### src/hdl/bus_event_detect.sv
`timescale 1ns/1ns

module bus_event_detect (
    input  logic sda,
    input  logic rst_n,
    input  logic bus_scl,
    input  logic bus_data,
    output logic scl_rise,
    output logic scl_fall,
    output logic start_seen,
    output logic stop_seen,
    output logic data_bit
);

    // Bits 1:0 synchronize and bit 2 holds the previous synchronized level.
    logic [2:0] scl_sync;
    logic [2:0] data_sync;
    logic       scl_high;

    always_ff @(posedge sda)
    begin
        if (!rst_n)
        begin
            scl_sync  <= '1;
            data_sync <= '1;
        end
        else
        begin
            scl_sync  <= {scl_sync[1:0], bus_scl};
            data_sync <= {data_sync[1:0], bus_data};
        end
    end

    assign scl_high   = scl_sync[1] && scl_sync[2];
    assign scl_rise   = scl_sync[1] && !scl_sync[2];
    assign scl_fall   = !scl_sync[1] && scl_sync[2];
    assign start_seen = scl_high && !data_sync[1] && data_sync[2];
    assign stop_seen  = scl_high && data_sync[1] && !data_sync[2];
    assign data_bit   = data_sync[1];

    // Start and stop stay distinct only if data never moves together with scl.
    assert property (@(posedge sda) disable iff (!rst_n)
        !((scl_sync[1] != scl_sync[2]) && (data_sync[1] != data_sync[2])));

endmodule

### config.mk
export PLATFORM = sky130hd
export DESIGN_NAME = bus_event_detect
export DESIGN_NICKNAME = d
export VERILOG_FILES = /design/src/hdl/bus_event_detect.sv
export SDC_FILE = /design/constraint.sdc
export NUM_CORES = 1
export LEC_CHECK = 0
export BUFFER_PORTS_ARGS = -buffer_cell sky130_fd_sc_hd__buf_2
export CAP_MARGIN = 10
export CORE_AREA = 2 2 39 41
export CTS_CLUSTER_SIZE = 16
export DETAILED_ROUTE_END_ITERATION = 8
export DIE_AREA = 0 0 41 43
export GPL_TIMING_DRIVEN = 0
export SETUP_SLACK_MARGIN = 0.3
export SYNTH_ARGS = -nofsm -noshare
export SYNTH_HDL_FRONTEND = slang
export SYNTH_SLANG_ARGS = --single-unit
export TNS_END_PERCENT = 10
### constraint.sdc
create_clock -name sda -period 1 [get_ports sda]
set_clock_uncertainty 0.1 [all_clocks]
set_input_delay 0.2 -clock sda [delete_from_list [all_inputs] [get_ports sda]]
set_output_delay 0.2 -clock sda [all_outputs]
set_load 0.02 [all_outputs]
-- Word level (Yosys, flattened, before mapping)
Index checks and enable logic that the tools add are counted.
- register bits after elaboration: 6
- output and inout port bits: 5
- reduce and logical (&&, ||, !) cells: 11
- operators by type and width (cell ; number):
    $logic_and 1x1->1 ; 7
    $logic_not 1->1 ; 4

-- Depth between registers and ports, before layout
- depth after elaboration: 3
- depth in mapped cells: 1
- gate-level depth less buffers: 1

-- Worst setup path before layout
OpenSTA, ideal clock, no wires.
- path kind: reg2out
- start: register data_sync[1]
- end: output stop_seen
- data arrival time: 0.775 ns
- data required time: 0.700 ns
- setup slack: -0.075 ns
- cell stages (with the launch flop): 2
- buffers on the path: 0
- cells stage by stage: dfxtp_1 -> and4b_1
- cells in the longest elaborated chain, start to end: 2
- ends and longest elaborated chain (item ; line ; text):
    start: declaration ; 17 ; logic [2:0] data_sync;
    start signal: assignment ; 30 ; data_sync <= {data_sync[1:0], bus_data};
    $logic_and 1x1->1 (2 in series) ; 38 ; assign stop_seen = scl_high && data_sync[1] && !data_sync[2];
    end: declaration ; 11 ; output logic stop_seen,
No other way between the ends.

-- Worst setup path in the final report
- start: register data_sync[1]
- end: output start_seen
- cells in the longest elaborated chain, start to end: 3
- ends and longest elaborated chain (item ; line ; text):
    $logic_not 1->1 ; 37 ; assign start_seen = scl_high && !data_sync[1] && data_sync[2];
    $logic_and 1x1->1 (2 in series) ; 37 ;
    end: declaration ; 10 ; output logic start_seen,
No other way between the ends.

==> key figures <==
Timing
  • Maximum clock frequency: 806 MHz
  • Setup TNS: -0.771 ns
  • Fin crit share: 1.24
  • Fin. Hold Viols: 0
  • Setup Viol. Count Final: 5
  • RSZ-0062 raised after global routing: yes
  • Fin crit period: 1.24 ns
  • Slew headroom: 0.927
  • Slew Viols, Final: 0
  • Final worst slack: -0.241 ns
  • Worst-Margin Slew: 0.110 ns

Place
  • Placed Instance Area: 254 sq um
  • IO buf count: 8
  • Cell count after placement: 40
  • RePlAce Congestion: 0.493

Synth
  • Syn Nets: 20
  • Gate Count Post-Synth: 16
  • Post-synth EDFFs: 0
  • Yosys reg bits: 6
  • Avg Inst Size Synth: 11.9 sq um
  • Top_reg_cell synth: dfxtp_1
  • Area leader, netlist: dfxtp_1
  • Ranking of synthesized cells by area: dfxtp_1, nand2b_1, and4b_1, nor2b_1
  • Post-synth design cell area: 190 sq um
  • Async S/R FF share, synth: 0
  • Synth warn: 0
  • Post-synth top cells: dfxtp_1, nand2b_1, and4b_1, nor2b_1
  • Yosys top cell area share: 0.632
  • Synth cell types: 4
  • Sequential element share of the synthesized area: 0.632

Cells and area
  • Area Growth Syn to Fin: 55.9%
  • Final Cell Area: 297 sq um
  • Cell Count, Final, Fillers Out: 43
  • Ant diodes: 0
  • # nets final: 33
  • Share of cells above drive strength 1: 0.593

Die
  • Starting Density: 0.137
  • Io pins: 9
  • Row cnt: 14
  • Die width: 41 microns
  • Die Y: 43 microns
  • Core area: 0.00138 sq mm
  • Die area: 0.00176 sq mm

Routing
  • DRC viols: 0
  • Total number of vias: 142
  • DRT antenna net count: 0
  • Wire length per cell: 6.28 microns
  • Total Wirelength: 270 microns
  • DR pass1 iterations: 2
  • First DRT Iteration DRCs: 3
  • Via density: 3.30

GRT
  • GRT overflow: 0
  • First-pass GRT wire length: 441 microns
  • Vias in the first global route: 125
  • Largest net degree at the start of global routing: 7
  • Global Route Usage Sum: 0.0462
  • Antenna violations before repair: 0

Worst hold path
  • Hold crit path type: in -> reg
  • Worst min-delay path startpoint: bus_scl

CTS
  • Max Root-Sink Buffers: 2
  • Clk Latency, worst-skew pair: 0.24 ns
  • CTS sink count: 6
  • H-tree levels: 1
  • Root Driver: clkbuf_4
  • Post-CTS Hold Buffers: 0
  • Clock-pin slew on the worst setup and hold paths: 0.04 ns
  • Total CTS buffers: 3
  • Post-CTS setup buffers: 0
  • CTS tree: yes

Worst setup path
  • Worst setup startpoint: data_sync[1]
  • Arr. time, crit path: 0.94 ns
  • Critical path capture point type: output port
  • Crit Reg-Reg Startpoint: scl_sync[1]
  • Worst Setup Start Kind: flip-flop
  • CP required: 0.70 ns
  • Critical path type: reg -> out
  • Max FO, Critical Path: 4

Outcome
  • Failing checks: negative setup slack
  • Status: finished with violations

Pwr
  • Worst IR Drop VDD: 0.000794 V
  • P_leak: 0.126 nW
  • Power Density: 1720 mW/mm^2

Run
  • Total of max-cap violations: 0
-- worst max-delay path, cell delays in order, from the launching register on --
cell	delay, ns
dfxtp_2	0.32
and4b_2	0.27
buf_6	0.11
-- cell type report --
class	count	area, sq um
fillers	151	1090
flip-flops and latches	6	124
multi-input cells	10	72.6
repair buffers	8	57.6
clock buffers	3	22.5
well taps	16	20.0
-- report_power, final --
part	switching [mW]	internal, mW
Clock	0.0810	0.135
Sequential	0.00426	0.251
Combinational	0.0180	0.0216
-- cell families after synthesis --
| group | Yosys count | synth area share |
|---|---|---|
| and+or+nand+nor | 10 | 0.368 |
| DFF | 6 | 0.632 |
-- registers in the layout (all words and copies together) (netlist names) --
register	flops
data_sync	3
scl_sync	3
-- routing by layer --
metal,track usage,part of all wire,vias up
met4,0.0200,0,0
met2,0.0500,0.37,12
met5,0,0,-
li1,-,-,74
met1,0.0387,0.41,56
met3,0.0785,0.21,0
-- through the flow --
stage                     setup WS [ns]  hold WS, ns   util  power [mW]
after detailed placement        -0.0293        0.284  0.184       0.294
after CTS                        -0.253       0.0312  0.213       0.525
after global routing             -0.275       0.0374  0.214       0.551
after global placement          -0.0231        0.279  0.184       0.293
final                            -0.241       0.0391  0.214       0.511
after floorplan                  0.0145        0.173      -       0.278
-- repair_timing --
| action | CTS | global route |
|---|---|---|
| endpoints found under the setup margin | 5 | 5 |
| gates resized for setup | 7 | 1 |
| pin swaps | 1 | 0 |
| gates cloned | 0 | 0 |
-- worst paths after layout --
check	cells after the start	slack, ns	to
setup reg to reg	1	0.34	scl_sync[2]
hold reg to reg	1	0.30	scl_sync[1]
hold / removal	2	0.04	scl_sync[0]
setup / recovery	2	-0.24	start_seen
-- placed cells by master (no fill, tap or decap) --
cell and instances:
nor2b_1 2, nand2b_1 6, dfxtp_1 3, dfxtp_2 3, buf_2 4, buf_6 2, clkbuf_4 3, buf_4 2
and4b_2 2
(Power assumes the default switching activity.)
