## config.mk

```make
export PLATFORM = sky130hd
export DESIGN_NAME = eeprom_device
export DESIGN_NICKNAME = d
export VERILOG_FILES = /design/src/hdl/eeprom_pkg.sv /design/src/hdl/eeprom_device.sv
export SDC_FILE = /design/constraint.sdc
export NUM_CORES = 1
export LEC_CHECK = 0
export BUFFER_PORTS_ARGS = -buffer_cell sky130_fd_sc_hd__buf_2
export CAP_MARGIN = 5
export CELL_PAD_IN_SITES_DETAIL_PLACEMENT = 1
export CELL_PAD_IN_SITES_GLOBAL_PLACEMENT = 1
export CORE_ASPECT_RATIO = 1.4
export CORE_MARGIN = 5
export CORE_UTILIZATION = 25
export CTS_BUF_LIST = sky130_fd_sc_hd__clkbuf_8
export DETAILED_ROUTE_END_ITERATION = 12
export MAX_ROUTING_LAYER = met4
export PLACE_DENSITY = 0.57
export SLEW_MARGIN = 20
export SYNTH_ARGS = -nofsm -noshare
export SYNTH_HDL_FRONTEND = slang
export SYNTH_SLANG_ARGS = --single-unit
export TNS_END_PERCENT = 20
```

## constraint.sdc

```tcl
create_clock -name sda -period 2 [get_ports sda]
set_clock_uncertainty 0.1 [all_clocks]
set_input_delay 0.4 -clock sda [delete_from_list [all_inputs] [get_ports sda]]
set_output_delay 0.4 -clock sda [all_outputs]
set_load 0.02 [all_outputs]
```

## src/hdl/eeprom_pkg.sv

```systemverilog
package eeprom_pkg;

    localparam logic [3:0] DEVICE_CODE = 4'b1010;
    localparam int ADDR_W = 11;
    localparam int DATA_W = 8;
    localparam int MEM_DEPTH = 2048;

    typedef enum logic {
        op_write = 1'b0,
        op_read  = 1'b1
    } eeprom_op_e;

    // Host sequencer. Every state except idle and finish runs whole bit periods of four quarters.
    typedef enum logic [3:0] {
        h_idle,
        h_start,
        h_send_byte,
        h_recv_ack,
        h_rstart,
        h_recv_byte,
        h_send_nack,
        h_stop,
        h_finish
    } host_state_e;

    typedef enum logic [2:0] {
        d_idle,
        d_ctrl,
        d_addr,
        d_wdata,
        d_ack,
        d_rdata,
        d_wait_mack
    } device_state_e;

endpackage

```

## src/hdl/eeprom_device.sv

```systemverilog
`timescale 1ns/1ns

module eeprom_device
    import eeprom_pkg::*;
(
    input  logic              sda,
    input  logic              rst_n,
    input  logic              scl_rise,
    input  logic              scl_fall,
    input  logic              start_seen,
    input  logic              stop_seen,
    input  logic              data_bit,
    input  logic [DATA_W-1:0] mem_rdata,
    output logic              dev_data_low,
    output logic              mem_we,
    output logic [ADDR_W-1:0] mem_addr,
    output logic [DATA_W-1:0] mem_wdata
);

    device_state_e     state;
    device_state_e     ack_next;
    logic [3:0]        bit_cnt;
    logic [DATA_W-1:0] shreg;
    logic [ADDR_W-1:0] addr_reg;
    logic              rx_state;
    logic              byte_done;
    logic              code_ok;

    assign rx_state  = state inside {d_ctrl, d_addr, d_wdata};
    // A received byte ends on the falling edge after its eighth rise.
    assign byte_done = rx_state && scl_fall && (bit_cnt == 4'd8);
    assign code_ok   = (shreg[DATA_W-1:DATA_W-4] == DEVICE_CODE);
    assign mem_addr  = addr_reg;
    assign mem_wdata = shreg;

    always_ff @(posedge sda)
    begin
        if (!rst_n)
        begin
            state        <= d_idle;
            ack_next     <= d_idle;
            bit_cnt      <= '0;
            dev_data_low <= 1'b0;
            mem_we       <= 1'b0;
        end
        else
        begin
            mem_we <= 1'b0;
            if (start_seen)
            begin
                state        <= d_ctrl;
                bit_cnt      <= '0;
                dev_data_low <= 1'b0;
            end
            else if (stop_seen)
            begin
                state        <= d_idle;
                dev_data_low <= 1'b0;
            end
            else
            begin
                case (state)
                    d_ctrl, d_addr, d_wdata:
                    begin
                        if (scl_rise)
                            bit_cnt <= bit_cnt + 1'b1;
                        else if (byte_done)
                        begin
                            // Wrong device code, stay off the bus.
                            if (state == d_ctrl && !code_ok)
                                state <= d_idle;
                            else
                            begin
                                state        <= d_ack;
                                dev_data_low <= 1'b1;
                            end
                            case (state)
                                d_ctrl:  ack_next <= shreg[0] ? d_rdata : d_addr;
                                d_addr:  ack_next <= d_wdata;
                                default: ack_next <= d_idle;
                            endcase
                        end
                    end
                    d_ack:
                    begin
                        if (scl_fall)
                        begin
                            state        <= ack_next;
                            bit_cnt      <= '0;
                            dev_data_low <= (ack_next == d_rdata) && !mem_rdata[DATA_W-1];
                            // Only the write data byte acks into idle.
                            mem_we       <= (ack_next == d_idle);
                        end
                    end
                    d_rdata:
                    begin
                        if (scl_fall)
                        begin
                            bit_cnt <= bit_cnt + 1'b1;
                            if (bit_cnt == 4'd7)
                            begin
                                state        <= d_wait_mack;
                                dev_data_low <= 1'b0;
                            end
                            else
                                dev_data_low <= !shreg[DATA_W-2];
                        end
                    end
                    d_wait_mack:
                    begin
                        // NACK ends the read, an ACK waits here for the stop.
                        if (scl_rise && data_bit)
                            state <= d_idle;
                    end
                    default: ;
                endcase
            end
        end
    end

    always_ff @(posedge sda)
    begin
        if (rx_state && scl_rise)
            shreg <= {shreg[DATA_W-2:0], data_bit};
        else if (state == d_ack && scl_fall && ack_next == d_rdata)
            shreg <= mem_rdata;
        else if (state == d_rdata && scl_fall)
            shreg <= {shreg[DATA_W-2:0], 1'b0};

        if (byte_done && state == d_ctrl && code_ok)
            addr_reg[ADDR_W-1:DATA_W] <= shreg[3:1];
        if (byte_done && state == d_addr)
            addr_reg[DATA_W-1:0] <= shreg;
    end

    assert property (@(posedge sda) disable iff (!rst_n) mem_we |=> !mem_we);

endmodule

```

Word-level counts from Yosys, hierarchy flattened. Index checks and enable logic that the tools add are counted.

Bitwise logic cells: 6. Muxes and demuxes: 26. Add/subtract/negate cells: 1. Reduce and logical (&&, ||, !) cells: 30. Equality and inequality tests: 24.

Operators with widths (number): $mux W3 (8); $mux W8 (3); $ne A4 B4 Y1 const B (6); $ne A2 B2 Y1 const B (8); $reduce_and A7 Y1 (2); $eq A3 B3 Y1 const B (4); $logic_and A1 B1 Y1 (12); $mux W4 (3); $pmux W3 S4 (1); $pmux W4 S3 (1); $reduce_and A5 Y1 (2); $reduce_bool A3 Y1 (3); $eq A4 B4 Y1 const B (2); $mux W1 (8); $eq A3 B2 Y1 const B (2); $not A1 Y1 (6); $pmux W3 S2 (1); $reduce_and A6 Y1 (1); $reduce_bool A6 Y1 (1); $reduce_or A3 Y1 (2); $reduce_or A5 Y1 (1); $add A4 B1 Y4 const B (1); $eq A4 B3 Y1 const B (1); $reduce_bool A4 Y1 (1); 5 further kinds (7).

Input port bits: 15. Bits in registers: 31.

Depth between registers and ports, before layout.
Word-level depth: 9. Depth in mapped cells: 6.

Worst setup path before layout. OpenSTA, ideal clock, no wires.

Path kind: register to register. Start point: register state[1]. End point: register shreg[0] (netlist: mem_wdata[0]), enable pin. Required time: 1.524 ns. Cell stages (with the launch flop): 6. Period minus slack after synthesis: 1.809 ns. Setup slack: 0.191 ns. Arrival: 1.333 ns. Path buffers: 2. Cell sequence: dfxtp_1 -> buf_6 -> and3b_1 -> buf_6 -> nand2_1 -> o22ai_1.

Cells in the longest elaborated chain, start to end: 4.

RTL lines: start, declared (line eeprom_device.sv:20) `device_state_e state;`; start signal, assigned (line eeprom_device.sv:40) `state <= d_idle;`; start signal, assigned (line eeprom_device.sv:51) `state <= d_ctrl;`; start signal, assigned (line eeprom_device.sv:57) `state <= d_idle;`; $eq A3 B1 Y1, or another cell as far along (line eeprom_device.sv:29) `assign rx_state = state inside {d_ctrl, d_addr, d_wdata};`; $reduce_bool A3 Y1 / $logic_and A1 B1 Y1 (equally long branches) (line eeprom_device.sv:29, eeprom_device.sv:125); $logic_and A1 B1 Y1, on equally long branches (line eeprom_device.sv:123, eeprom_device.sv:125); $reduce_bool A3 Y1 (no line) (*); end signal, assigned (line eeprom_device.sv:124) `shreg <= {shreg[DATA_W-2:0], data_bit};`; end signal, assigned (line eeprom_device.sv:126) `shreg <= mem_rdata;`; end signal, assigned (line eeprom_device.sv:128) `shreg <= {shreg[DATA_W-2:0], 1'b0};`; end, declared (line eeprom_device.sv:23) `logic [DATA_W-1:0] shreg;`.

Mark *: on every way between the ends. The rest lies on a longest branch, timed or not. A chain may end at the register's enable or synchronous reset.

Final worst setup path.
Start point: register state[1]. End point: register state[1].

Cells in the longest elaborated chain, start to end: 6.

RTL lines: $eq A3 B1 Y1 / $eq A3 B2 Y1 (equally long branches) (line eeprom_device.sv:29, eeprom_device.sv:62); $reduce_bool A3 Y1 (line eeprom_device.sv:29); $logic_and A1 B1 Y1 (2 in series) (line eeprom_device.sv:31) `assign byte_done = rx_state && scl_fall && (bit_cnt == 4'd8);`; $ne A2 B2 Y1 (no line); $reduce_and A7 Y1 (no line).

Several ways; a longest one is shown, not always the timed one.

==> impl_metrics.env <==
export IMPL_drtPass1Iterations=4
export IMPL_min_period_ns=1.84
export IMPL_post_cts_setup_buffer_count=0
export IMPL_yosys_warnings=0
export IMPL_synth_seq_area_share=0.546
export IMPL_globalRouteOverflowTotal=0
export IMPL_wirelength_mm=3.95
export IMPL_final_cell_mix="buf_2 (35), edfxtp_1 (19), dfxtp_1 (12)"
export IMPL_grt_pass1_vias=1237
export IMPL_die_x_um=75.1
export IMPL_synthCells=127
export IMPL_worstPathRequired_ns=2.11
export IMPL_ys_async_sr_fraction=0
export IMPL_port_buffers=35
export IMPL_arrival_ns=1.95
export IMPL_hold_slack_ns=0.284
export IMPL_synth_area_sq_um=1480
export IMPL_synth_fp_nets=144
export IMPL_core_area_sq_um=5820
export IMPL_grt_usage=0.111
export IMPL_row_count=33
export IMPL_period_share=0.920
export IMPL_clock_latency_ns=0.29
export IMPL_synth_edf_count=19
export IMPL_antenna_found_initial=0
export IMPL_rsz0062_at_grt="false"
export IMPL_drt_iter0_markers=64
export IMPL_routabilityCongestion=0.848
export IMPL_clockBufferDepth=2
export IMPL_p_per_area_nw_per_um2=761
export IMPL_finalHoldViolCount=0
export IMPL_crit_family="simple AND/OR/NAND/NOR gates"
export IMPL_synth_top_area_frac=0.384
export IMPL_start_util=0.255
export IMPL_clock_sinks=31
export IMPL_die_area_sq_um=7600
export IMPL_diodes=0
export IMPL_drc=0
export IMPL_viasPerCell=4.92
export IMPL_boundaryPins=36
export IMPL_fillers=668
export IMPL_cpMaxStageDelayCell="dfxtp_1"
export IMPL_final_nets=186
export IMPL_setup_viol=0
export IMPL_drv_slew=0
export IMPL_holdBufCountCts=0
export IMPL_cts_buffers=5
export IMPL_worstSetupPathType="reg2reg"
export IMPL_syn2layout_area_growth_pct=25.6
export IMPL_cap_violations=0
export IMPL_wl_per_cell_um=16.5
export IMPL_outcome="complete, no violations"
export IMPL_synth_cell_types=45
export IMPL_place_hpwl_mm=3.19
export IMPL_grt_pass1_wl_mm=6.25
export IMPL_cp_cell_sequence="and3b_1, buf_4, nor3_1, or3_1, mux2i_1"
export IMPL_cpPeakStageDelay_ns=0.52
export IMPL_grt_max_degree=11
export IMPL_hold_class="in2reg"
export IMPL_syn_avg_cell_area_sq_um=11.7
export IMPL_yosys_area_top_type="edfxtp_1"
export IMPL_crit_path_end_kind="register"
export IMPL_root_buffer="clkbuf_8"
export IMPL_max_freq_mhz=544
export IMPL_mostFrequentLayoutCell="buf_2"
export IMPL_drive_above_1_share=0.359
export IMPL_ant_nets=0
export IMPL_relSlewSlack=0.710
export IMPL_critical_path_startpoint_type="register"
export IMPL_path_buf_inv=1
export IMPL_setup_tns_ns=0
export IMPL_crit_fanout=10
export IMPL_peakVddDrop_uv=236
export IMPL_die_y_um=101
export IMPL_cts_htree_levels=2
export IMPL_ys_seq_elements=31
export IMPL_clk_pin_slew_ns=0.07
export IMPL_tightest_slew_ns=0.430
export IMPL_vias=1180
export IMPL_synth_area_leaders="edfxtp_1 (38%), dfxtp_1 (16%), mux2_2 (6.1%)"
export IMPL_cts_resized=0
export IMPL_cts_tree="yes"
export IMPL_ys_dominant_reg_cell="edfxtp_1"
export IMPL_leakagePower_nw=0.708
cells by family (layout without fill, tap and decap cells):
group,count (synthesis),in the layout,synth area share
and+or+nand+nor,41,41,0.161
AOI/OAI and AO/OA,31,31,0.163
DFF,31,31,0.546
buffers and inverters,13,56,0.0455
muxes,9,9,0.0675
adders and majority gates,2,2,0.0169
path summary, 6_finish.rpt:
kind,from,endpoint,slack (ns),depth (start not counted)
worst max register to register,state[1]$_SDFFE_PP0P_,state[1]$_SDFFE_PP0P_,0.16,5
worst min-delay path,rst_n,ack_next[1]$_SDFFE_PN0P_,0.28,2
worst max-delay path,state[1]$_SDFFE_PP0P_,state[1]$_SDFFE_PP0P_,0.16,5
worst min register to register,ack_next[2]$_SDFFE_PN0P_,mem_we$_SDFF_PP0_,0.37,1
through the flow:
stage                     power [W]  std cells  cell area, sq um  setup WS (ns)   util
after floorplan            0.000753        127              1480          0.191      -
after CTS                   0.00144        240              1860          0.172  0.320
after detailed placement   0.000791        232              1750          0.167  0.300
after global routing        0.00148        240              1860         0.0521  0.320
after global placement     0.000788        232              1750          0.175  0.300
final                       0.00142        240              1860          0.161  0.320
final cells by class:
type | count | area [sq um] | share of cell area
Multi-Input combinational cell | 83 | 606 | 0.325
Timing Repair Buffer | 40 | 213 | 0.114
Clock buffer | 6 | 82.6 | 0.0443
Sequential cell | 31 | 811 | 0.435
Clock inverter | 2 | 35.0 | 0.0188
Inverter | 8 | 30.0 | 0.0161
Tap cell | 70 | 87.6 | 0.0470
sequential cells by signal, indices dropped and copies added, names as in the netlist:
| signal | cells |
|---|---|
| mem_addr | 11 |
| mem_wdata | 8 |
| mem_we | 1 |
| dev_data_low | 1 |
| bit_cnt | 4 |
| state | 3 |
| ack_next | 3 |
synth_stat cells, types with 2 or more instances:
master	count
buf_6	2
o211a_1	2
clkbuf_1	2
mux2_2	8
o211ai_1	2
nand3_1	4
ha_1	2
nand2_1	7
a31oi_1	2
nor2_1	10
o21ai_0	2
o31ai_1	2
and3b_1	2
nand3b_1	2
edfxtp_1	19
or4_1	2
a21oi_1	7
inv_1	8
dfxtp_1	12
nor3_1	3
and4b_1	3
metal layers:
metal	global-route usage	wire [um]
met4	0.0438	99
met3	0.0268	297
met1	0.127	1580
met2	0.185	1970
met5	-	0
worst register-to-register path, delay by kind of cell (launching register included):
kind / cells / cell delay, ns
simple gates: 3 / 0.79
mux: 1 / 0.19
buf+inv: 1 / 0.17
flops: 1 / 0.52
power by group:
part	total (W)	switching [W]	internal, W
registers	0.000691	0.00000906	0.000682
logic	0.0000847	0.0000500	0.0000347
clock network	0.000644	0.000241	0.000403
total	0.00142	0.000300	0.00112
(Power assumes the default switching activity.)
