[config.mk]
export PLATFORM = sky130hd
export DESIGN_NAME = i2c_host
export DESIGN_NICKNAME = d
export VERILOG_FILES = /design/src/hdl/eeprom_pkg.sv /design/src/hdl/i2c_host.sv
export SDC_FILE = /design/constraint.sdc
export NUM_CORES = 1
export LEC_CHECK = 0
export ABC_AREA = 1
export BUFFER_PORTS_ARGS = -buffer_cell sky130_fd_sc_hd__buf_4
export CAP_MARGIN = 20
export CORE_MARGIN = 10
export CORE_UTILIZATION = 45
export DETAILED_ROUTE_END_ITERATION = 8
export PLACE_DENSITY = 0.78
export SETUP_SLACK_MARGIN = 0.15
export SYNTH_ARGS = -nofsm -noshare
export SYNTH_HDL_FRONTEND = slang
export SYNTH_SLANG_ARGS = --single-unit
[constraint.sdc]
create_clock -name sda -period 1.9 [get_ports sda]
set_input_delay 0.095 -clock sda [delete_from_list [all_inputs] [get_ports sda]]
set_output_delay 0.095 -clock sda [all_outputs]
set_load 0.01 [all_outputs]
[src/hdl/eeprom_pkg.sv]
package eeprom_pkg;

    localparam logic [3:0] DEVICE_CODE = 4'b1010;
    localparam int ADDR_W = 11;
    localparam int DATA_W = 8;
    localparam int MEM_DEPTH = 2048;

    typedef enum logic {
        op_write = 1'b0,
        op_read  = 1'b1
    } eeprom_op_e;

    // Host sequencer. Every state except idle and finish runs whole bit periods of four quarters.
    typedef enum logic [3:0] {
        h_idle,
        h_start,
        h_send_byte,
        h_recv_ack,
        h_rstart,
        h_recv_byte,
        h_send_nack,
        h_stop,
        h_finish
    } host_state_e;

    typedef enum logic [2:0] {
        d_idle,
        d_ctrl,
        d_addr,
        d_wdata,
        d_ack,
        d_rdata,
        d_wait_mack
    } device_state_e;

endpackage

[src/hdl/i2c_host.sv]
`timescale 1ns/1ns

module i2c_host
    import eeprom_pkg::*;
#(
    parameter int QUARTER_CLKS = 4
) (
    input  logic              sda,
    input  logic              rst_n,
    input  logic              cmd_valid,
    input  eeprom_op_e        cmd_op,
    input  logic [ADDR_W-1:0] cmd_addr,
    input  logic [DATA_W-1:0] cmd_wdata,
    input  logic              bus_scl,
    input  logic              bus_data,
    output logic              busy,
    output logic              done,
    output logic              ack_error,
    output logic [DATA_W-1:0] rdata,
    output logic              host_scl_low,
    output logic              host_data_low
);

    localparam int QW = (QUARTER_CLKS > 1) ? $clog2(QUARTER_CLKS) : 1;

    host_state_e       state;
    logic [QW-1:0]     qcnt;
    logic [1:0]        quarter;
    logic [2:0]        bit_cnt;
    logic [1:0]        byte_idx;
    eeprom_op_e        op_reg;
    logic [ADDR_W-1:0] addr_reg;
    logic [DATA_W-1:0] wdata_reg;
    logic [DATA_W-1:0] shreg;
    logic              ack_acc;
    logic              accept;
    logic              q_end;
    logic              bit_end;
    logic              sample;
    logic              scl_bit_low;

    assign accept      = (state == h_idle) && cmd_valid;
    assign q_end       = (qcnt == QW'(QUARTER_CLKS - 1));
    assign bit_end     = q_end && (quarter == 2'd3);
    // Acknowledge and read bits are taken at the end of the third quarter.
    assign sample      = q_end && (quarter == 2'd2);
    assign scl_bit_low = (quarter == 2'd0) || (quarter == 2'd3);

    // Bus drive follows the state and quarter.
    always_comb
    begin
        host_scl_low  = 1'b0;
        host_data_low = 1'b0;
        case (state)
            h_start, h_rstart:
            begin
                // Data falls in quarter 2 while scl is still high.
                host_scl_low  = scl_bit_low;
                host_data_low = quarter[1];
            end
            h_send_byte:
            begin
                host_scl_low  = scl_bit_low;
                host_data_low = ~shreg[DATA_W-1];
            end
            h_recv_ack, h_recv_byte, h_send_nack:
                host_scl_low = scl_bit_low;
            h_stop:
            begin
                // Data rises in quarter 2 with scl high.
                host_scl_low  = (quarter == 2'd0);
                host_data_low = ~quarter[1];
            end
            default: ;
        endcase
    end

    always_ff @(posedge sda)
    begin
        if (!rst_n)
        begin
            state     <= h_idle;
            qcnt      <= '0;
            quarter   <= '0;
            bit_cnt   <= '0;
            byte_idx  <= '0;
            busy      <= 1'b0;
            done      <= 1'b0;
            ack_error <= 1'b0;
            ack_acc   <= 1'b0;
        end
        else
        begin
            done <= 1'b0;
            if (state == h_idle)
            begin
                qcnt    <= '0;
                quarter <= '0;
            end
            else
            begin
                qcnt <= q_end ? '0 : qcnt + 1'b1;
                if (q_end)
                    quarter <= quarter + 1'b1;
            end

            case (state)
                h_idle:
                begin
                    if (accept)
                    begin
                        state    <= h_start;
                        busy     <= 1'b1;
                        bit_cnt  <= '0;
                        byte_idx <= '0;
                        ack_acc  <= 1'b0;
                    end
                end
                h_start, h_rstart:
                begin
                    if (bit_end)
                        state <= h_send_byte;
                end
                h_send_byte:
                begin
                    if (bit_end)
                    begin
                        bit_cnt <= bit_cnt + 1'b1;
                        if (bit_cnt == 3'd7)
                            state <= h_recv_ack;
                    end
                end
                h_recv_ack:
                begin
                    if (sample && bus_data)
                        ack_acc <= 1'b1;
                    if (bit_end)
                    begin
                        case (byte_idx)
                            2'd0:
                            begin
                                state    <= h_send_byte;
                                byte_idx <= 2'd1;
                            end
                            2'd1:
                            begin
                                state    <= (op_reg == op_write) ? h_send_byte : h_rstart;
                                byte_idx <= (op_reg == op_write) ? 2'd2 : 2'd3;
                            end
                            2'd2:
                                state <= h_stop;
                            default:
                                state <= h_recv_byte;
                        endcase
                    end
                end
                h_recv_byte:
                begin
                    if (bit_end)
                    begin
                        bit_cnt <= bit_cnt + 1'b1;
                        if (bit_cnt == 3'd7)
                            state <= h_send_nack;
                    end
                end
                h_send_nack:
                begin
                    if (bit_end)
                        state <= h_stop;
                end
                h_stop:
                begin
                    if (bit_end)
                        state <= h_finish;
                end
                h_finish:
                begin
                    // One quarter of bus free time before done.
                    if (q_end)
                    begin
                        state     <= h_idle;
                        busy      <= 1'b0;
                        done      <= 1'b1;
                        ack_error <= ack_acc;
                    end
                end
                default:
                    state <= h_idle;
            endcase
        end
    end

    always_ff @(posedge sda)
    begin
        if (accept)
        begin
            op_reg    <= cmd_op;
            addr_reg  <= cmd_addr;
            wdata_reg <= cmd_wdata;
            shreg     <= {DEVICE_CODE, cmd_addr[ADDR_W-1:DATA_W], 1'b0};
        end
        else if (state == h_send_byte && bit_end)
            shreg <= {shreg[DATA_W-2:0], 1'b0};
        else if (state == h_recv_byte && sample)
            shreg <= {shreg[DATA_W-2:0], bus_data};
        else if (state == h_recv_ack && bit_end)
        begin
            // Next byte out: address, then write data or the read control byte.
            if (byte_idx == 2'd0)
                shreg <= addr_reg[DATA_W-1:0];
            else if (op_reg == op_write)
                shreg <= wdata_reg;
            else
                shreg <= {DEVICE_CODE, addr_reg[ADDR_W-1:DATA_W], 1'b1};
        end

        if (state == h_finish && q_end && op_reg == op_read)
            rdata <= shreg;
    end

    assert property (@(posedge sda) disable iff (!rst_n) done |-> $past(busy));

    // Outside start and stop conditions, data moves only under a low clock.
    assert property (@(posedge sda) disable iff (!rst_n)
        $changed(host_data_low) && !(state inside {h_start, h_rstart, h_stop}) |-> !bus_scl);

endmodule

# Word-level counts from Yosys, hierarchy flattened
# Cells that the tools add are included.
# totals
register_bits	53
out_inout_bits	13
# classes
n_addsub	3
eq_ne	27
n_mux	36
bitwise_logic	3
reduce_logical	32
# ops
cell	count
$mux W4	11
$mux W8	5
$pmux W4 S8	1
$ne A2 B2 Y1 const B	11
$eq A4 B3 Y1 const B	4
$reduce_and A10 Y1	1
$logic_and A1 B1 Y1	9
$mux W3	3
$pmux W3 S3	1
$reduce_and A3 Y1	3
$eq A2 B2 Y1 const B	4
$eq A4 B2 Y1 const B	2
$pmux W2 S2	2
$reduce_bool A2 Y1	4
$reduce_or A2 Y1	4
$mux W1	6
$pmux W1 S2	3
$pmux W3 S2	1
$reduce_or A6 Y1	1
$add A2 B1 Y2 const B	2
$eq A4 B1 Y1 const B	1
$eq A4 B4 Y1 const B	1
$logic_not A2 Y1	2
$logic_not A4 Y1	1
14 further kinds	18

# Depth between registers and ports, before layout
# Gate-level depths: netlist of the first run.
# depth
depth_word	7
mapped_depth	10
ltp_nobuf	10

# Worst setup path before layout of the first run
# No wires, ideal clock.
# synth_path
path_kind	register -> register
startpoint	register qcnt[0]
endpoint	register shreg[1] (data pin)
setup_time_ns	0.260
arrival_ns	1.289
required_ns	1.640
setup_slack_ns	0.352
path_stages_with_launch	10
path_cell_list	dfxtp_1 ha_1 buf_2 nand2_1 inv_1 nand2_1 nand2_2 buf_6 a21oi_1 a21oi_1
# synth_between
elab_chain_len	6
elab_cells_between_ends	8
cone_classes	1 x eq/ne; 3 x mux; 4 x reduce/logical
# synth_lines
item	line_no	text
from (decl)	i2c_host.sv:27	logic [QW-1:0] qcnt;
from (signal assigned)	i2c_host.sv:102	qcnt <= q_end ? '0 : qcnt + 1'b1;
$eq A2 B2 Y1 (*)	i2c_host.sv:43	assign q_end = (qcnt == QW'(QUARTER_CLKS - 1));
net q_end	i2c_host.sv:37	logic q_end;
$logic_and A1 B1 Y1	i2c_host.sv:46	assign sample = q_end && (quarter == 2'd2);
$logic_and A1 B1 Y1	i2c_host.sv:204	else if (state == h_recv_byte && sample)
$mux W8	i2c_host.sv:204	
$mux W8 (*)	i2c_host.sv:202	else if (state == h_send_byte && bit_end)
$mux W4 (*)	i2c_host.sv:195	if (accept)
to (signal assigned)	i2c_host.sv:200	shreg <= {DEVICE_CODE, cmd_addr[ADDR_W-1:DATA_W], 1'b0};
to (signal assigned)	i2c_host.sv:203	shreg <= {shreg[DATA_W-2:0], 1'b0};
to (signal assigned)	i2c_host.sv:205	shreg <= {shreg[DATA_W-2:0], bus_data};
to (decl)	i2c_host.sv:34	logic [DATA_W-1:0] shreg;
# Mark *: on every way through the listed nets, which the timed path passes. The rest lies on a longest branch.
# A chain may end at the register's enable or synchronous reset.

# Worst setup path in the final report of the first run
# layout_path
startpoint	register state[2]
endpoint	output host_scl_low
# layout_between
elab_chain_len	3
elab_cells_between_ends	9
cone_classes	7 x eq/ne; 1 x mux; 1 x reduce/logical
# layout_lines
item	line_no	text
from (decl)	i2c_host.sv:26	host_state_e state;
from (signal assigned)	i2c_host.sv:82	state <= h_idle;
from (signal assigned)	i2c_host.sv:112	state <= h_start;
from (signal assigned)	i2c_host.sv:122	state <= h_send_byte;
$eq A4 B2 Y1, or another cell as far along	i2c_host.sv:54	case (state)
$reduce_or A6 Y1 (no line)	n/a	
$pmux W1 S2 (*)	i2c_host.sv:54	
to (decl)	i2c_host.sv:20	output logic host_scl_low,
# Mark *: on every way between the ends. The rest lies on a longest branch, timed or not.

==> results.yml, run 1 <==
placement:
  hpwl_mm: 3.87
  gp_congestion: 0.913
  io_buffers: 36
layout:
  final_common_cell: "nand2_1"
  layout.nets: 376
  largest_register_ffs: 11
  area_delta_synth_final_pct: 28.4
  register_area_sq_um: 1380
  n_antenna_cell: 0
  n_fill_cell: 448
  multi_input_area_sq_um: 941
  drive_gt1_share_pct: 21.1
  most-common-layout-cells: "nand2_1 (71), buf_4 (40), nor2_1 (37)"
clocking:
  clock-sinks: 53
  clkTransAtPathRegs_ns: 0.10
  cts_tree: "yes"
  cts_setup_buffers: 0
  cts_buffers: 5
  insertion_delay_ns: 0.32
  htree_levels: 2
  clk_path_buf_depth: 2
  cts_root_buf: "clkbuf_8"
timing:
  rsz0062_at_grt: "yes"
  finalSetupViolations: 0
  skew_ns: 0.0125
  hold-worst-slack_ns: 0.0585
  drv_slew: 0
  finalCritPeriodShare_pct: 87.4
  setup_tns_ns: 0
  max_freq_ghz: 0.602
  finalHoldViolations: 0
  final.min_clock_period_ns: 1.66
  relSlewSlack_pct: 71.5
  worst_slew_pin_slew_ns: 0.427
global_route:
  grt_use_total_pct: 12.5
  antenna_found_initial: 0
  grt_pass1_vias: 1952
  grt_max_degree: 21
  grt.overflow.total: 0
  grt_pass1_wl_mm: 8.87
floorplan:
  die_h_microns: 93.5
  row_count: 26
  core_area_sq_um: 5170
  initial_utilization_pct: 47.0
  design.die.area_sq_um: 8750
  io_pins: 38
  die_width_microns: 93.5
logic_synthesis:
  synthCells: 282
  syn-cell-area_sq_um: 2430
  yosysWarnings: 0
  synth_cell_types: 26
  ys_ff_latch: 53
  synth_nets: 313
  avgSynthCellArea_sq_um: 8.63
  ys_seq_area_share_pct: 56.3
power:
  leakage_nw: 1.39
  powerDensity_nw_per_um2: 1090
  totalPowerFinal_mw: 3.42
  peakVddDrop_uv: 669
worst_setup_path:
  cp-start-kind: "flip-flop"
  critPathRequiredTime_ns: 1.80
  cp-end-kind: "primary output"
  path_class: "flip-flop to primary output"
  cp.arrival_ns: 1.57
  crit_fanout: 8
  r2r_cells: 7
route:
  ant_nets: 0
  via_count: 2009
  finalWirelength_mm: 5.37
  drt-initial-drc-count: 183
  wl_per_cell_microns: 12.9
  via_per_inst: 4.83
  drt-pass1-iter-count: 4
  drc: 0
hold_path:
  hold_path_class: "input pin to flip-flop"
  min_path_cells: 3
run:
  max_cap_violations: 0
outcome:
  status: "finished clean"
==> cell families after synthesis <==
logic type | share of synthesized area [%]
AOI/OAI and AO/OA | 8.84
adders and majority gates | 3.08
DFF | 56.3
buffers and inverters | 5.91
and+or+nand+nor | 25.8
==> synthesized netlist by cell type <==
library cell  instances  area share (%)
o21ai_0              10             2.1
clkbuf_1              2            0.31
nor2_4                1            0.46
buf_6                 1            0.46
nor2_2                6             1.5
o211ai_1              3            0.93
nand4_1               1            0.26
edfxtp_1             31              38
nand3_2               1            0.41
nor2_1               42             6.5
nand2_1              71              11
or2_1                 2            0.51
nand3_1              18             3.7
o21a_1                2            0.62
inv_2                 4            0.62
and3_1                1            0.26
buf_2                 1            0.21
buf_4                 1            0.31
o21ai_1               1            0.21
inv_1                26             4.0
a22oi_1               1            0.31
a21oi_1              23             4.7
nand2_2               4             1.0
ha_1                  6             3.1
dfxtp_1              22              18
nor3_1                1            0.21
==> power by group <==
| part | leakage [nW] | internal, mW | total (mW) | switching (mW) |
|---|---|---|---|---|
| Sequential | 0.481 | 1.46 | 1.56 | 0.105 |
| Clock | 0.0456 | 0.263 | 0.642 | 0.379 |
| Combinational | 0.864 | 0.453 | 1.21 | 0.757 |
| Total | 1.39 | 2.17 | 3.42 | 1.24 |
==> critical path: stages (launching register included) <==
cell	delay (ns)
dfxtp_2	0.37
nor2_4	0.22
nand2_1	0.12
nand2_1	0.10
nor2_2	0.05
nand2_1	0.05
nor2_1	0.05
o21ai_0	0.14
buf_4	0.14
==> worst paths after layout <==
check	from	endpoint	slack, ns
min	rst_n	state[2]	0.06
max reg2reg	quarter[1]	shreg[1]	0.25
min reg2reg	qcnt[0]	qcnt[0]	0.43
max	state[2]	host_scl_low	0.24
==> through the flow <==
stage                     worst slack [ns]  instances  instance area [sq um]  utilization [%]
after floorplan                      0.352        282                   2430                -
after global placement               0.310        388                   2810             54.3
after detailed placement             0.264        388                   2810             54.3
after CTS                            0.154        416                   3100             59.9
after global routing                0.0870        416                   3120             60.4
final                                0.240        416                   3120             60.4
==> routing by layer <==
layer,part of all wire [%],GRT usage (%),vias up
met4,1.9,5.44,0
li1,-,-,1044
met2,48,20.8,56
met3,6.3,3.60,9
met1,44,14.7,900
met5,0,0,-
==> repair_timing <==
item / 4_1_cts / 5_1_grt
resized for setup: 2 / 9
endpoints found under the setup margin: 1 / 8
endpoints found under the hold margin: 20 / 0
hold buffers: 20 / 0
==> area by class of cell <==
class | count | area share [%]
multi-input combinational | 194 | 30.1
clock inverter | 2 | 0.441
timing repair buffer | 61 | 16.7
inverter | 30 | 3.60
clock buffer | 6 | 2.32
sequential | 53 | 44.1
tap | 70 | 2.80
Note: power is estimated with default switching activity, not from simulation.
==> run 2, diff against run 1 <==
BUFFER_PORTS_ARGS = default   (was -buffer_cell sky130_fd_sc_hd__buf_4)
CTS_BUF_LIST = sky130_fd_sc_hd__clkbuf_4 sky130_fd_sc_hd__clkbuf_8   (was default)
DONT_BUFFER_PORTS = 1   (was default)
PLACE_DENSITY = 0.72   (was 0.78)
==> results.yml, run 2 (synthesis gave the netlist of run 1 again) <==
layout:
  drive_gt1_share_pct: 13.4
  most-common-layout-cells: "nand2_1 (69), nor2_1 (37), edfxtp_1 (31)"
  fin_cells: 383
  design_area_sq_um: 2910
  largest_register_ffs: 11
  layout.nets: 343
  final_common_cell: "nand2_1"
  n_antenna_cell: 0
  final_util_pct: 56.2
  area_delta_synth_final_pct: 19.4
timing:
  setup_tns_ns: 0
  finalCritPeriodShare_pct: 85.6
  drv_slew: 0
  hold-worst-slack_ns: 0.0242
  finalHoldViolations: 0
  final.min_clock_period_ns: 1.63
  worst_slew_pin_slew_ns: 0.448
  rsz0062_at_grt: "yes"
  max_freq_ghz: 0.615
  skew_ns: 0.00908
  relSlewSlack_pct: 70.0
  finalSetupViolations: 0
worst_setup_path:
  path_buf_inv: 2
  cp.arrival_ns: 1.53
  path_delay_family: "simple AND/OR/NAND/NOR gates"
  path_class: "flip-flop to primary output"
  r2r_cells: 6
  crit_top_cell: "nor2_2"
  crit_fanout: 5
  cp-end-kind: "primary output"
  worstPathCellList: "nor2_2, buf_4, nand2_1, nand2_2, nor2_2, nand2_1, nor2_2, o21ai_1, buf_4"
  critPathRequiredTime_ns: 1.80
  cp-start-kind: "flip-flop"
  max_stage_delay_ns: 0.38
  cp.depth: 9
  critPathSlowestCell: "dfxtp_2"
route:
  via_count: 1916
  ant_nets: 0
  drt-pass1-iter-count: 4
  wl_per_cell_microns: 13.5
  drc: 0
  drt-initial-drc-count: 123
  finalWirelength_mm: 5.16
  via_per_inst: 5.00
hold_path:
  min_path_cells: 2
  hold_path_class: "input pin to flip-flop"
global_route:
  grt_use_total_pct: 12.1
  grt_max_degree: 20
  grt_pass1_vias: 1874
  antenna_found_initial: 0
  grt.overflow.total: 0
  grt_pass1_wl_mm: 8.60
clocking:
  clock-sinks: 53
  cts_root_buf: "clkbuf_8"
  cts_buffers: 5
  clk_path_buf_depth: 2
  cts_tree: "yes"
  insertion_delay_ns: 0.31
  htree_levels: 2
  clkTransAtPathRegs_ns: 0.10
placement:
  post_dp_cell_area_sq_um: 2550
  io_buffers: 0
  gp_congestion: 0.922
  dp.cells: 354
  hpwl_mm: 3.65
power:
  peakVddDrop_uv: 784
  powerDensity_nw_per_um2: 1210
  leakage_nw: 1.24
floorplan:
  initial_utilization_pct: 47.0
  die_h_microns: 93.5
  io_pins: 38
  die_width_microns: 93.5
  core_area_sq_um: 5170
  design.die.area_sq_um: 8750
  row_count: 26
run:
  max_cap_violations: 0
outcome:
  status: "finished clean"
## run 2: worst paths after layout
check	start	to	slack, ns
hold / removal	rst_n	bit_cnt[0]	0.02
setup / recovery	state[1]	host_scl_low	0.27
hold reg to reg	qcnt[0]	qcnt[0]	0.42
setup reg to reg	qcnt[0]	shreg[3]	0.30
## run 2: per-layer routing
metal | track usage [%] | vias to the layer above | routed length (microns)
li1 | - | 981 | -
met2 | 20.1 | 50 | 2490
met3 | 3.84 | 6 | 324
met4 | 4.68 | 0 | 63
met5 | 0 | - | 0
met1 | 14.2 | 879 | 2280
## run 2: layout make-up
class                           instances  area (sq um)
Fill cell                             443          2270
Sequential cell                        53          1380
Multi-Input combinational cell        194           941
Timing Repair Buffer                   28           275
Inverter                               30           113
Tap cell                               70          87.6
Clock buffer                            5          68.8
Clock inverter                          3          43.8
## run 2: report_power, final
| part | total, mW | leakage, nW | switching, mW | internal (mW) |
|---|---|---|---|---|
| Combinational | 1.17 | 0.700 | 0.737 | 0.437 |
| Sequential | 1.57 | 0.481 | 0.109 | 1.46 |
| Clock | 0.775 | 0.0585 | 0.379 | 0.395 |
| Total | 3.52 | 1.24 | 1.23 | 2.29 |
## run 2: per-stage QoR
step                      power, mW  worst slack, ns
final                          3.52            0.273
after global routing           3.79            0.118
after CTS                      3.47            0.151
after detailed placement       2.67            0.269
after global placement         2.65            0.327
after floorplan                2.37            0.352
## run 2: what timing repair did
item | 4_1_cts | 5_1_grt
pin swaps | 0 | 0
hold buffers | 21 | 0
gates resized for setup | 1 | 12
endpoints found under the hold margin | 30 | 0
endpoints found under the setup margin | 1 | 5
buffers inserted | 0 | 0
==> run 3, diff against run 2 <==
CORE_UTILIZATION = 59   (was 45)
PLACE_DENSITY = 0.9   (was 0.72)
RECOVER_POWER = 50   (was default)
clock period = 1.45 ns   (was 1.9 ns; I/O delays follow)
==> results.yml, run 3 (synthesis gave the netlist of run 1 again) <==
outcome:
  status: "finished, violations left"
  violations: "setup timing"
worst_setup_path:
  crit_top_cell: "nand2_2"
  reg2reg_from: "state[2]"
  path_class: "flip-flop to primary output"
  endpoint: "host_scl_low"
  reg2reg_slack_ns: -0.28
  critPathSlowestCell: "dfxtp_4"
  crit_path_start: "state[0]"
  cp-end-kind: "primary output"
  r2r-end: "bit_cnt[2]"
  worstPathCellList: "inv_2, nor2_2, nand2_2, nand2_2, inv_2, nand2_2, nor2_2, o21ai_2, buf_6"
  cp-start-kind: "flip-flop"
  cp.arrival_ns: 1.70
  max_stage_delay_ns: 0.42
  crit_fanout: 5
  critPathRequiredTime_ns: 1.38
  r2r_cells: 8
placement:
  gp_congestion: 0.998
  hpwl_mm: 3.98
  dp.cells: 352
  io_buffers: 0
  post_dp_cell_area_sq_um: 2720
clocking:
  clock-sinks: 53
  htree_levels: 2
  insertion_delay_ns: 0.34
  clk_path_buf_depth: 2
  cts_tree: "yes"
  cts_root_buf: "clkbuf_8"
  clkTransAtPathRegs_ns: 0.11
  cts_buffers: 5
power:
  totalPowerFinal_mw: 5.82
  peakVddDrop_uv: 1580
  powerDensity_nw_per_um2: 1670
  leakage_nw: 1.46
layout:
  final_common_cell: "nand2_1"
  fin_cells: 398
  drive_gt1_share_pct: 35.9
  n_antenna_cell: 0
  most-common-layout-cells: "nand2_1 (53), edfxtp_1 (31), nor2_1 (30)"
  largest_register_ffs: 11
  design_area_sq_um: 3480
  layout.nets: 378
  area_delta_synth_final_pct: 42.9
floorplan:
  row_count: 23
  design.die.area_sq_um: 7090
  die_h_microns: 84.2
  die_width_microns: 84.2
  initial_utilization_pct: 60.8
  core_area_sq_um: 4000
  io_pins: 38
route:
  via_per_inst: 7.03
  drt-pass1-iter-count: 8
  ant_nets: 0
  via_count: 2797
  finalWirelength_mm: 11.3
  wl_per_cell_microns: 28.4
  drc: 0
  drt-initial-drc-count: 640
timing:
  skew_ns: 0.0184
  drv_slew: 0
  hold-worst-slack_ns: 0.127
  worst_slew_pin_slew_ns: 0.534
  layout_setup_ws_ns: -0.319
  final.min_clock_period_ns: 1.77
  rsz0062_at_grt: "yes"
  finalCritPeriodShare_pct: 122
  max_freq_ghz: 0.565
  finalSetupViolations: 40
  finalHoldViolations: 0
  relSlewSlack_pct: 64.0
  setup_tns_ns: -5.31
global_route:
  grt_pass1_vias: 2447
  antenna_found_initial: 0
  grt.overflow.total: 0
  grt_max_degree: 27
  grt_use_total_pct: 23.3
  grt_pass1_wl_mm: 13.2
hold_path:
  hold_path_class: "input pin to flip-flop"
run:
  max_cap_violations: 0
[run 3: report_power, final]
group,internal [mW],switching (mW)
clock network,0.347,0.584
logic,0.941,1.77
registers,1.93,0.250
total,3.22,2.60
[run 3: final cells by class]
cell class | count | area [sq um]
flip-flops and latches | 53 | 1390
multi-input cells | 195 | 1220
repair buffers | 60 | 556
fillers | 141 | 523
inverters | 30 | 128
clock buffers | 5 | 68.8
well taps | 50 | 62.6
repair inverters | 2 | 25.0
clock inverters | 3 | 20.0
[run 3: worst min path at each step]
stage,start,endpoint,cells after the start
global route,cmd_valid,addr_reg[9],2
finish,cmd_valid,addr_reg[9],2
floorplan,cmd_addr[0],addr_reg[0],0
CTS,cmd_addr[10],shreg[3],2
detailed placement,cmd_addr[4],addr_reg[4],0
global placement,cmd_wdata[2],wdata_reg[2],0
[run 3: per-stage QoR]
stage                     setup WS [ns]  utilization (%)
after floorplan                  0.0751                -
after global placement          -0.0489             67.9
after detailed placement        -0.0938             67.9
after CTS                        -0.160             80.9
after global routing             -0.331             86.9
final                            -0.319             86.9
[run 3: worst max-delay path, delay by kind of cell, from the launching register on]
| kind | cells | cell delay (ns) |
|---|---|---|
| flops | 1 | 0.42 |
| buf+inv | 3 | 0.24 |
| simple gates | 5 | 0.52 |
| compound gates | 1 | 0.18 |
[run 3: what timing repair did]
| item | in CTS | in global routing |
|---|---|---|
| gates resized for setup | 56 | 38 |
| setup endpoints to repair | 53 | 53 |
| setup buffers | 4 | 7 |
| hold buffers | 21 | 3 |
| cloned | 1 | 2 |
| pin swaps | 11 | 18 |
| hold endpoints to repair | 32 | 3 |
[run 3: layer usage]
metal	vias to the layer above	track usage, %	part of all wire, %
met5	-	0	0
met4	0	14.2	10
met3	120	6.96	15
met2	385	37.9	43
met1	1241	26.2	31
li1	1051	-	-
